===== src/logic/omsp_trace_pkg.sv =====
// Instruction trace package with field widths, trace codes and the opcode word views
package omsp_trace_pkg;

  ////////////////////////////////////////
  // Field widths
  ////////////////////////////////////////

  // Instruction word and program counter
  localparam int unsigned DATA_W = 16;
  // Instruction and cycle counters
  localparam int unsigned CNT_W  = 32;
  // Register number
  localparam int unsigned REG_W  = 4;
  // Interrupt vector number
  localparam int unsigned IRQ_W  = 4;
  // Trace field codes
  localparam int unsigned FMT_W  = 2;
  localparam int unsigned MNEM_W = 6;
  localparam int unsigned AM_W   = 4;

  ////////////////////////////////////////
  // Instruction format codes
  ////////////////////////////////////////

  localparam logic [FMT_W-1:0] FMT_IRQ    = 2'd0;
  localparam logic [FMT_W-1:0] FMT_SIG_OP = 2'd1;
  localparam logic [FMT_W-1:0] FMT_JUMP   = 2'd2;
  localparam logic [FMT_W-1:0] FMT_TWO_OP = 2'd3;

  ////////////////////////////////////////
  // Mnemonic codes
  ////////////////////////////////////////

  // RRC, SWPB, RRA, SXT, PUSH, CALL, RETI
  localparam logic [MNEM_W-1:0] MN_SIG_BASE  = 6'd0;
  // Single-operand word with a bad prefix or opc 7
  localparam logic [MNEM_W-1:0] MN_INVALID   = 6'd7;
  // JNE, JEQ, JNC, JC, JN, JGE, JL, JMP
  localparam logic [MNEM_W-1:0] MN_JUMP_BASE = 6'd8;
  // MOV through AND, opc 4 maps to this base
  localparam logic [MNEM_W-1:0] MN_TWO_BASE  = 6'd16;
  // Emulated instructions with exact encodings
  localparam logic [MNEM_W-1:0] MN_NOP       = 6'd28;
  localparam logic [MNEM_W-1:0] MN_SBREAK    = 6'd29;
  // IRQ 0..13, then NMI (46) and RESET (47)
  localparam logic [MNEM_W-1:0] MN_IRQ_BASE  = 6'd32;

  ////////////////////////////////////////
  // Addressing mode codes
  ////////////////////////////////////////

  localparam logic [AM_W-1:0] AM_NONE      = 4'd0;
  localparam logic [AM_W-1:0] AM_REG       = 4'd1;
  localparam logic [AM_W-1:0] AM_INDEXED   = 4'd2;
  localparam logic [AM_W-1:0] AM_SYMBOLIC  = 4'd3;
  localparam logic [AM_W-1:0] AM_ABSOLUTE  = 4'd4;
  localparam logic [AM_W-1:0] AM_INDIRECT  = 4'd5;
  localparam logic [AM_W-1:0] AM_AUTOINC   = 4'd6;
  localparam logic [AM_W-1:0] AM_IMMEDIATE = 4'd7;
  localparam logic [AM_W-1:0] AM_CONST     = 4'd8;

  ////////////////////////////////////////
  // Opcode constants
  ////////////////////////////////////////

  // MOV #0, R3
  localparam logic [DATA_W-1:0] OP_NOP    = 16'h4303;
  // Software breakpoint word
  localparam logic [DATA_W-1:0] OP_SBREAK = 16'h4343;

  // Top bits of single-operand and jump words
  localparam logic [5:0] SIG_PREFIX  = 6'b000100;
  localparam logic [2:0] JUMP_PREFIX = 3'b001;

  ////////////////////////////////////////
  // Opcode word views
  ////////////////////////////////////////

  // Same 16 bits, read per instruction format
  typedef union packed {
    // Two-operand: opc[15:12] src[11:8] ad[7] bw[6] as[5:4] dst[3:0]
    struct packed {
      logic [3:0]       opc;
      logic [REG_W-1:0] src;
      logic             ad;
      logic             bw;
      logic [1:0]       as;
      logic [REG_W-1:0] dst;
    } two_op;
    // Single-operand: prefix[15:10] opc[9:7] bw[6] as[5:4] reg[3:0]
    struct packed {
      logic [5:0]       prefix;
      logic [2:0]       opc;
      logic             bw;
      logic [1:0]       as;
      logic [REG_W-1:0] reg_num;
    } sig_op;
    // Jump: prefix[15:13] cond[12:10] offset[9:0]
    struct packed {
      logic [2:0] prefix;
      logic [2:0] cond;
      logic [9:0] offset;
    } jump;
  } op_word_u;

endpackage

===== src/logic/omsp_trace_top.sv =====
// Instruction trace top level joining the capture stage, opcode classifier and operand resolver
module omsp_trace_top import omsp_trace_pkg::*; (
  input  logic              mclk,
  input  logic              puc_rst,
  // Core decode strobe and sampled state
  input  logic              i_decode,
  input  logic [DATA_W-1:0] i_ir,
  input  logic [DATA_W-1:0] i_pc,
  input  logic              i_irq_detect,
  input  logic [IRQ_W-1:0]  i_irq_num,
  // Counters and pc of the traced instruction
  output logic [CNT_W-1:0]  o_inst_number,
  output logic [CNT_W-1:0]  o_inst_cycle,
  output logic [DATA_W-1:0] o_inst_pc,
  // Decoded trace fields
  output logic [FMT_W-1:0]  o_fmt,
  output logic [MNEM_W-1:0] o_mnem,
  output logic              o_byte,
  output logic [REG_W-1:0]  o_src_reg,
  output logic [REG_W-1:0]  o_dst_reg,
  output logic [AM_W-1:0]   o_src_mode,
  output logic [DATA_W-1:0] o_src_const,
  output logic [AM_W-1:0]   o_dst_mode
);

  // Registered instruction state
  op_word_u         opcode;
  logic             irq;
  logic [IRQ_W-1:0] irq_num;

  ////////////////////////////////////////
  // Capture stage
  ////////////////////////////////////////

  omsp_trace_capture u_capture (
    .mclk          (mclk),
    .puc_rst       (puc_rst),
    .i_decode      (i_decode),
    .i_ir          (i_ir),
    .i_pc          (i_pc),
    .i_irq_detect  (i_irq_detect),
    .i_irq_num     (i_irq_num),
    .o_opcode      (opcode),
    .o_irq         (irq),
    .o_irq_num     (irq_num),
    .o_inst_pc     (o_inst_pc),
    .o_inst_number (o_inst_number),
    .o_inst_cycle  (o_inst_cycle)
  );

  // Format and register fields
  omsp_inst_decode u_decode (
    .i_opcode  (opcode),
    .i_irq     (irq),
    .i_irq_num (irq_num),
    .o_fmt     (o_fmt),
    .o_mnem    (o_mnem),
    .o_byte    (o_byte),
    .o_src_reg (o_src_reg),
    .o_dst_reg (o_dst_reg)
  );

  // Addressing modes, fed by the classifier
  omsp_operand_mode u_operand (
    .i_opcode    (opcode),
    .i_fmt       (o_fmt),
    .i_src_reg   (o_src_reg),
    .o_src_mode  (o_src_mode),
    .o_src_const (o_src_const),
    .o_dst_mode  (o_dst_mode)
  );

endmodule


===== src/logic/omsp_operand_mode.sv =====
// Operand resolver giving source and destination addressing modes and constant values
module omsp_operand_mode import omsp_trace_pkg::*; (
  input  op_word_u          i_opcode,
  input  logic [FMT_W-1:0]  i_fmt,
  input  logic [REG_W-1:0]  i_src_reg,
  output logic [AM_W-1:0]   o_src_mode,
  output logic [DATA_W-1:0] o_src_const,
  output logic [AM_W-1:0]   o_dst_mode
);

  // As field, same bits in both operand formats
  logic [1:0] as_f;
  // Source operand present
  logic       has_src;

  assign as_f    = i_opcode.two_op.as;
  assign has_src = (i_fmt == FMT_SIG_OP) || (i_fmt == FMT_TWO_OP);

  ////////////////////////////////////////
  // Source addressing
  ////////////////////////////////////////

  always_comb begin
    o_src_mode  = AM_NONE;
    o_src_const = '0;
    if (has_src) begin
      case (i_src_reg)
        // R3 is the constant generator
        4'd3: begin
          o_src_mode = AM_CONST;
          case (as_f)
            2'd0:    o_src_const = 16'h0000;
            2'd1:    o_src_const = 16'h0001;
            2'd2:    o_src_const = 16'h0002;
            default: o_src_const = 16'hFFFF;
          endcase
        end
        // SR: register, &ADDR, then constants 4 and 8
        4'd2: begin
          case (as_f)
            2'd0: o_src_mode = AM_REG;
            2'd1: o_src_mode = AM_ABSOLUTE;
            2'd2: begin
              o_src_mode  = AM_CONST;
              o_src_const = 16'h0004;
            end
            default: begin
              o_src_mode  = AM_CONST;
              o_src_const = 16'h0008;
            end
          endcase
        end
        // PC relative forms
        4'd0: begin
          case (as_f)
            2'd0:    o_src_mode = AM_REG;
            2'd1:    o_src_mode = AM_SYMBOLIC;
            2'd2:    o_src_mode = AM_INDIRECT;
            default: o_src_mode = AM_IMMEDIATE;
          endcase
        end
        // General purpose registers
        default: begin
          case (as_f)
            2'd0:    o_src_mode = AM_REG;
            2'd1:    o_src_mode = AM_INDEXED;
            2'd2:    o_src_mode = AM_INDIRECT;
            default: o_src_mode = AM_AUTOINC;
          endcase
        end
      endcase
    end
  end

  ////////////////////////////////////////
  // Destination addressing
  ////////////////////////////////////////

  // Ad only exists in two-operand words
  always_comb begin
    if (i_fmt != FMT_TWO_OP) begin
      o_dst_mode = AM_NONE;
    end else if (!i_opcode.two_op.ad) begin
      o_dst_mode = AM_REG;
    end else if (i_opcode.two_op.dst == 4'd2) begin
      o_dst_mode = AM_ABSOLUTE;
    end else if (i_opcode.two_op.dst == 4'd0) begin
      o_dst_mode = AM_SYMBOLIC;
    end else begin
      o_dst_mode = AM_INDEXED;
    end
  end

endmodule


===== src/logic/omsp_inst_decode.sv =====
// Opcode classifier giving format, mnemonic code, byte flag and register numbers
module omsp_inst_decode import omsp_trace_pkg::*; (
  input  op_word_u          i_opcode,
  input  logic              i_irq,
  input  logic [IRQ_W-1:0]  i_irq_num,
  output logic [FMT_W-1:0]  o_fmt,
  output logic [MNEM_W-1:0] o_mnem,
  output logic              o_byte,
  output logic [REG_W-1:0]  o_src_reg,
  output logic [REG_W-1:0]  o_dst_reg
);

  // Internal copy of the format
  logic [FMT_W-1:0]  fmt;
  // Mnemonic before the exact-word overrides
  logic [MNEM_W-1:0] mnem_base;
  // Single-operand word is a real instruction
  logic              sig_valid;

  ////////////////////////////////////////
  // Format
  ////////////////////////////////////////

  // Top three bits pick the format
  // 000 single-operand, 001 jump, rest two-operand
  always_comb begin
    if (i_irq) begin
      fmt = FMT_IRQ;
    end else if (i_opcode.jump.prefix == SIG_PREFIX[5:3]) begin
      fmt = FMT_SIG_OP;
    end else if (i_opcode.jump.prefix == JUMP_PREFIX) begin
      fmt = FMT_JUMP;
    end else begin
      fmt = FMT_TWO_OP;
    end
  end

  assign o_fmt = fmt;

  ////////////////////////////////////////
  // Mnemonic
  ////////////////////////////////////////

  // Full prefix must match and opc 7 is unused
  assign sig_valid = (i_opcode.sig_op.prefix == SIG_PREFIX) &&
                     (i_opcode.sig_op.opc != 3'd7);

  always_comb begin
    case (fmt)
      FMT_IRQ: begin
        // Vector 14 lands on NMI, 15 on RESET
        mnem_base = MN_IRQ_BASE + MNEM_W'(i_irq_num);
      end
      FMT_SIG_OP: begin
        if (sig_valid) begin
          mnem_base = MN_SIG_BASE + MNEM_W'(i_opcode.sig_op.opc);
        end else begin
          mnem_base = MN_INVALID;
        end
      end
      FMT_JUMP: begin
        mnem_base = MN_JUMP_BASE + MNEM_W'(i_opcode.jump.cond);
      end
      default: begin
        // Two-operand opc runs from 4 (MOV) to 15 (AND)
        mnem_base = MN_TWO_BASE + MNEM_W'(i_opcode.two_op.opc) - MNEM_W'(4);
      end
    endcase
  end

  // Emulated NOP and SBREAK encodings win over the table
  always_comb begin
    if (i_opcode == OP_NOP) begin
      o_mnem = MN_NOP;
    end else if (i_opcode == OP_SBREAK) begin
      o_mnem = MN_SBREAK;
    end else begin
      o_mnem = mnem_base;
    end
  end

  ////////////////////////////////////////
  // Byte flag and registers
  ////////////////////////////////////////

  // Bit 6 is B/W in both operand formats
  always_comb begin
    case (fmt)
      FMT_SIG_OP, FMT_TWO_OP: o_byte = i_opcode.two_op.bw;
      default:                o_byte = 1'b0;
    endcase
  end

  // Source register
  // single-operand uses its one register field
  always_comb begin
    case (fmt)
      FMT_SIG_OP: o_src_reg = i_opcode.sig_op.reg_num;
      FMT_TWO_OP: o_src_reg = i_opcode.two_op.src;
      default:    o_src_reg = '0;
    endcase
  end

  // Destination only exists for two-operand words
  always_comb begin
    if (fmt == FMT_TWO_OP) begin
      o_dst_reg = i_opcode.two_op.dst;
    end else begin
      o_dst_reg = '0;
    end
  end

endmodule


===== src/logic/omsp_trace_capture.sv =====
// Trace capture stage buffering the decoded instruction and counting instructions and cycles
module omsp_trace_capture import omsp_trace_pkg::*; (
  input  logic              mclk,
  input  logic              puc_rst,
  input  logic              i_decode,
  input  logic [DATA_W-1:0] i_ir,
  input  logic [DATA_W-1:0] i_pc,
  input  logic              i_irq_detect,
  input  logic [IRQ_W-1:0]  i_irq_num,
  output op_word_u          o_opcode,
  output logic              o_irq,
  output logic [IRQ_W-1:0]  o_irq_num,
  output logic [DATA_W-1:0] o_inst_pc,
  output logic [CNT_W-1:0]  o_inst_number,
  output logic [CNT_W-1:0]  o_inst_cycle
);

  ////////////////////////////////////////
  // Instruction buffer
  ////////////////////////////////////////

  // Reset state reads as the RESET vector
  // irq set, vector 15, empty opcode
  always_ff @(posedge mclk or posedge puc_rst) begin
    if (puc_rst) begin
      o_opcode  <= '0;
      o_irq     <= 1'b1;
      o_irq_num <= 4'hF;
      o_inst_pc <= '0;
    end else if (i_decode) begin
      o_opcode  <= i_ir;
      o_irq     <= i_irq_detect;
      // Latched with the strobe, not followed live
      o_irq_num <= i_irq_num;
      o_inst_pc <= i_pc;
    end
  end

  ////////////////////////////////////////
  // Counters
  ////////////////////////////////////////

  // Instructions since reset
  always_ff @(posedge mclk or posedge puc_rst) begin
    if (puc_rst) begin
      o_inst_number <= '0;
    end else if (i_decode) begin
      o_inst_number <= o_inst_number + 1'b1;
    end
  end

  // Cycles inside the current instruction
  // Restarts at 0 on each strobe
  always_ff @(posedge mclk or posedge puc_rst) begin
    if (puc_rst) begin
      o_inst_cycle <= '0;
    end else if (i_decode) begin
      o_inst_cycle <= '0;
    end else begin
      o_inst_cycle <= o_inst_cycle + 1'b1;
    end
  end

endmodule


===== config.mk =====
export PLATFORM = sky130hd
export DESIGN_NAME = omsp_trace_top
export DESIGN_NICKNAME = d
export VERILOG_FILES = /design/src/logic/omsp_trace_pkg.sv /design/src/logic/omsp_trace_top.sv /design/src/logic/omsp_operand_mode.sv /design/src/logic/omsp_inst_decode.sv /design/src/logic/omsp_trace_capture.sv
export SDC_FILE = /design/constraint.sdc
export NUM_CORES = 1
export LEC_CHECK = 0
export BUFFER_PORTS_ARGS = -buffer_cell sky130_fd_sc_hd__clkbuf_2
export CAP_MARGIN = 20
export CORE_ASPECT_RATIO = 0.7
export CORE_MARGIN = 1
export CORE_UTILIZATION = 46
export CTS_CLUSTER_SIZE = 20
export DETAILED_ROUTE_END_ITERATION = 8
export GPL_ROUTABILITY_DRIVEN = 0
export PLACE_DENSITY = 0.86
export SKIP_CTS_REPAIR_TIMING = 1
export SYNTH_ARGS = -nofsm -noshare
export SYNTH_HDL_FRONTEND = slang
export SYNTH_SLANG_ARGS = --single-unit

===== constraint.sdc =====
create_clock -name mclk -period 2.7 [get_ports mclk]
set_input_delay 0.27 -clock mclk [delete_from_list [all_inputs] [get_ports mclk]]
set_output_delay 0.27 -clock mclk [all_outputs]
set_load 0.005 [all_outputs]

==> flow_metrics.env <==
export IMPL_wl_um=12700
export IMPL_clk_path_buf_depth=2
export IMPL_dp_cells=770
export IMPL_critPathCaptureType="primary output"
export IMPL_drt_iter0_drc=324
export IMPL_synth_nets=534
export IMPL_drtPass1Iterations=5
export IMPL_path_clk_slew_ns=0.06
export IMPL_cts_buffers_inserted=9
export IMPL_ant_nets=0
export IMPL_critical_path_required_ns=2.43
export IMPL_yosysSeqAreaShare_pct=49.4
export IMPL_met2_length_um=6090
export IMPL_synth_top_area_share_pct=46.9
export IMPL_drv_slew=0
export IMPL_cp_num_buf_inv=1
export IMPL_crit_family="simple AND/OR/NAND/NOR gates"
export IMPL_worstPathCellList="or4b_1 -> a21oi_4 -> nand2_1 -> a211oi_1 -> clkbuf_2"
export IMPL_netlist_instances=490
export IMPL_die_h_um=90.3
export IMPL_met1_length_um=5400
export IMPL_htree_levels=3
export IMPL_clk_insertion_delay_late_ns=0.34
export IMPL_yosysWarnings=0
export IMPL_final_cells=787
export IMPL_hpwl_um=9240
export IMPL_vias=4380
export IMPL_tightest_slew_ns=0.644
export IMPL_powerDensity_nw_per_um2=562
export IMPL_clock_skew_ns=0.00539
export IMPL_top_layer="met4"
export IMPL_fill_cells=900
export IMPL_start_kind="flop"
export IMPL_worstPathArrival_ns=2.35
export IMPL_vdd_ir_drop_max_mv=0.351
export IMPL_die_area_sq_um=11600
export IMPL_final_nets=678
export IMPL_ys_seq_elements=101
export IMPL_dr_wl_met3_um=975
export IMPL_antenna_found_initial=0
export IMPL_cpMaxStageDelayCell="or4b_1"
export IMPL_setup_viol=0
export IMPL_tns_ns=0
export IMPL_period_needed_ns=2.62
export IMPL_grt_pass1_wl_um=21300
export IMPL_yosys_top_cells_count="dfrtp_1 (96), mux2_2 (39), nand2_1 (35)"
export IMPL_io_pins=161
export IMPL_synthToLayoutAreaGrowth_pct=23.1
export IMPL_grt_start_max_net_pins=65
export IMPL_clock_sinks=101
export IMPL_slowest_delay_ns=0.61
export IMPL_avgSynthCellArea_sq_um=10.5
export IMPL_crit_path_max_fanout=13
export IMPL_drive_gt1_share_pct=37.6
export IMPL_tritoncts="built"
export IMPL_worstSetupPathType="reg2out"
export IMPL_antenna_cells=0
export IMPL_ys_flop_type="dfrtp_1"
export IMPL_status="completed"
export IMPL_yosysTopAreaCell="dfrtp_1"
export IMPL_core_area_sq_um=10600
export IMPL_cap_violations=0
export IMPL_syn_area_sq_um=5120
export IMPL_async_flop_share_pct=100
export IMPL_route_detailed_drc=0
export IMPL_hp_class="in2reg"
export IMPL_synth_edf_count=0
export IMPL_grt_overflow_total=0
export IMPL_min_period_over_period_pct=97.2
export IMPL_dieWidth_um=128
export IMPL_cts_root_buf="clkbuf_16"
export IMPL_initial_core_util_pct=48.4
export IMPL_grt_pass1_vias=4173
export IMPL_relSlewSlack_pct=57.1
export IMPL_synth_area_leaders="dfrtp_1 (47%), mux2_2 (8.6%), xor2_1 (3.9%), xnor2_1 (3.1%), dfstp_2 (2.6%)"
export IMPL_vias_per_cell=5.57
export IMPL_fin_util_pct=59.6
export IMPL_cellLeakagePower_nw=3.02
export IMPL_track_usage_pct=23.3
export IMPL_rsz0062_at_grt="false"
export IMPL_rows=31
export IMPL_wire_per_inst_um=16.1
export IMPL_port_buffers=159
export IMPL_ys_types=56
export IMPL_synthMostInstantiatedCell="dfrtp_1"
export IMPL_hold_violations=0
export IMPL_fmax_mhz=381
## worst paths after layout
path                                             start                     endpoint  slack (ns)  depth (start not counted)
max                             u_capture.o_opcode[13]               o_src_const[2]        0.08                          5
min                                       i_irq_detect              u_capture.o_irq        0.15                          3
max reg2reg                  u_capture.o_inst_cycle[5]   u_capture.o_inst_cycle[25]        0.59                          4
min reg2reg                u_capture.o_inst_number[31]  u_capture.o_inst_number[31]        0.48                          1
max in group asynchronous                      puc_rst              u_capture.o_irq        1.68                          4
min in group asynchronous                      puc_rst       u_capture.o_inst_pc[3]        0.36                          3
## placed cells by master, fill, tap and decap left out, types with 4 or more instances in the layout
master / synthesis / final
a21oi_1: 23 / 22
and2_1: 4 / 4
and3_1: 10 / 10
and4_1: 7 / 7
buf_4: 12 / 5
clkbuf_16: 0 / 9
clkbuf_2: 1 / 158
clkbuf_8: 0 / 4
dfrtp_1: 96 / 95
dfstp_2: 5 / 5
ha_1: 4 / 4
inv_1: 15 / 14
mux2_2: 39 / 39
nand2_1: 35 / 35
nand3_1: 19 / 19
nand4_1: 17 / 17
nor2_1: 32 / 32
nor2b_1: 4 / 4
nor3_1: 17 / 17
nor4_1: 7 / 7
o21ai_0: 15 / 15
o31ai_1: 12 / 12
or3_1: 9 / 9
or4_1: 10 / 10
xnor2_1: 18 / 18
xor2_1: 23 / 23
## sequential cells by signal, summed over array words and instances, names as in the netlist
register	flops
u_capture.o_inst_pc	16
u_capture.o_irq	1
u_capture.o_inst_cycle	32
u_capture.o_opcode	16
u_capture.o_irq_num	4
u_capture.o_inst_number	32
## report_power, final
part	leakage (nW)	internal, mW	switching (mW)
sequential	1.29	1.63	0.156
clock	0.149	0.729	0.541
combinational	1.58	0.251	0.243
## routing by layer
layer	global-route usage (%)	vias to the layer above
met5	0	-
li1	-	2039
met2	36.7	196
met3	5.81	18
met4	7.06	0
met1	31.6	2127
## through the flow
| step | power (mW) | worst slack [ns] | area (sq um) | hold WS, ns |
|---|---|---|---|---|
| global placement | 2.26 | 0.557 | 5990 | 0.153 |
| detailed placement | 2.29 | 0.419 | 5990 | 0.159 |
| floorplan | 2.05 | 0.130 | 5130 | 0.387 |
| finish | 3.55 | 0.0767 | 6310 | 0.145 |
| global route | 3.72 | 0.00741 | 6310 | 0.148 |
| CTS | 3.58 | 0.0485 | 6290 | -0.207 |
## worst reg2reg max path, cell delays in order, from the launching register on
cell,delay (ns)
dfrtp_1,0.45
and4_1,0.29
nand4_1,0.50
or4_1,0.60
a21oi_1,0.19
## area by class of cell
class                      instances  area, sq um  share of cell area, %
multi-input combinational        341         2370                   37.5
clock inverter                     2         13.8                  0.218
tap                              148          185                   2.94
sequential                       101         2530                   40.2
inverter                          15         60.1                  0.952
clock buffer                      14          284                   4.50
timing repair buffer             166          863                   13.7
## cells by family after synthesis
| family | synth area share (%) |
|---|---|
| fa+ha+maj | 0.977 |
| simple gates | 21.8 |
| other cells | 0.0732 |
| flops | 49.4 |
| buf+inv | 4.59 |
| compound gates | 7.32 |
| xor+xnor | 7.01 |
| mux | 8.76 |
Power figures use the tool's default switching activity.
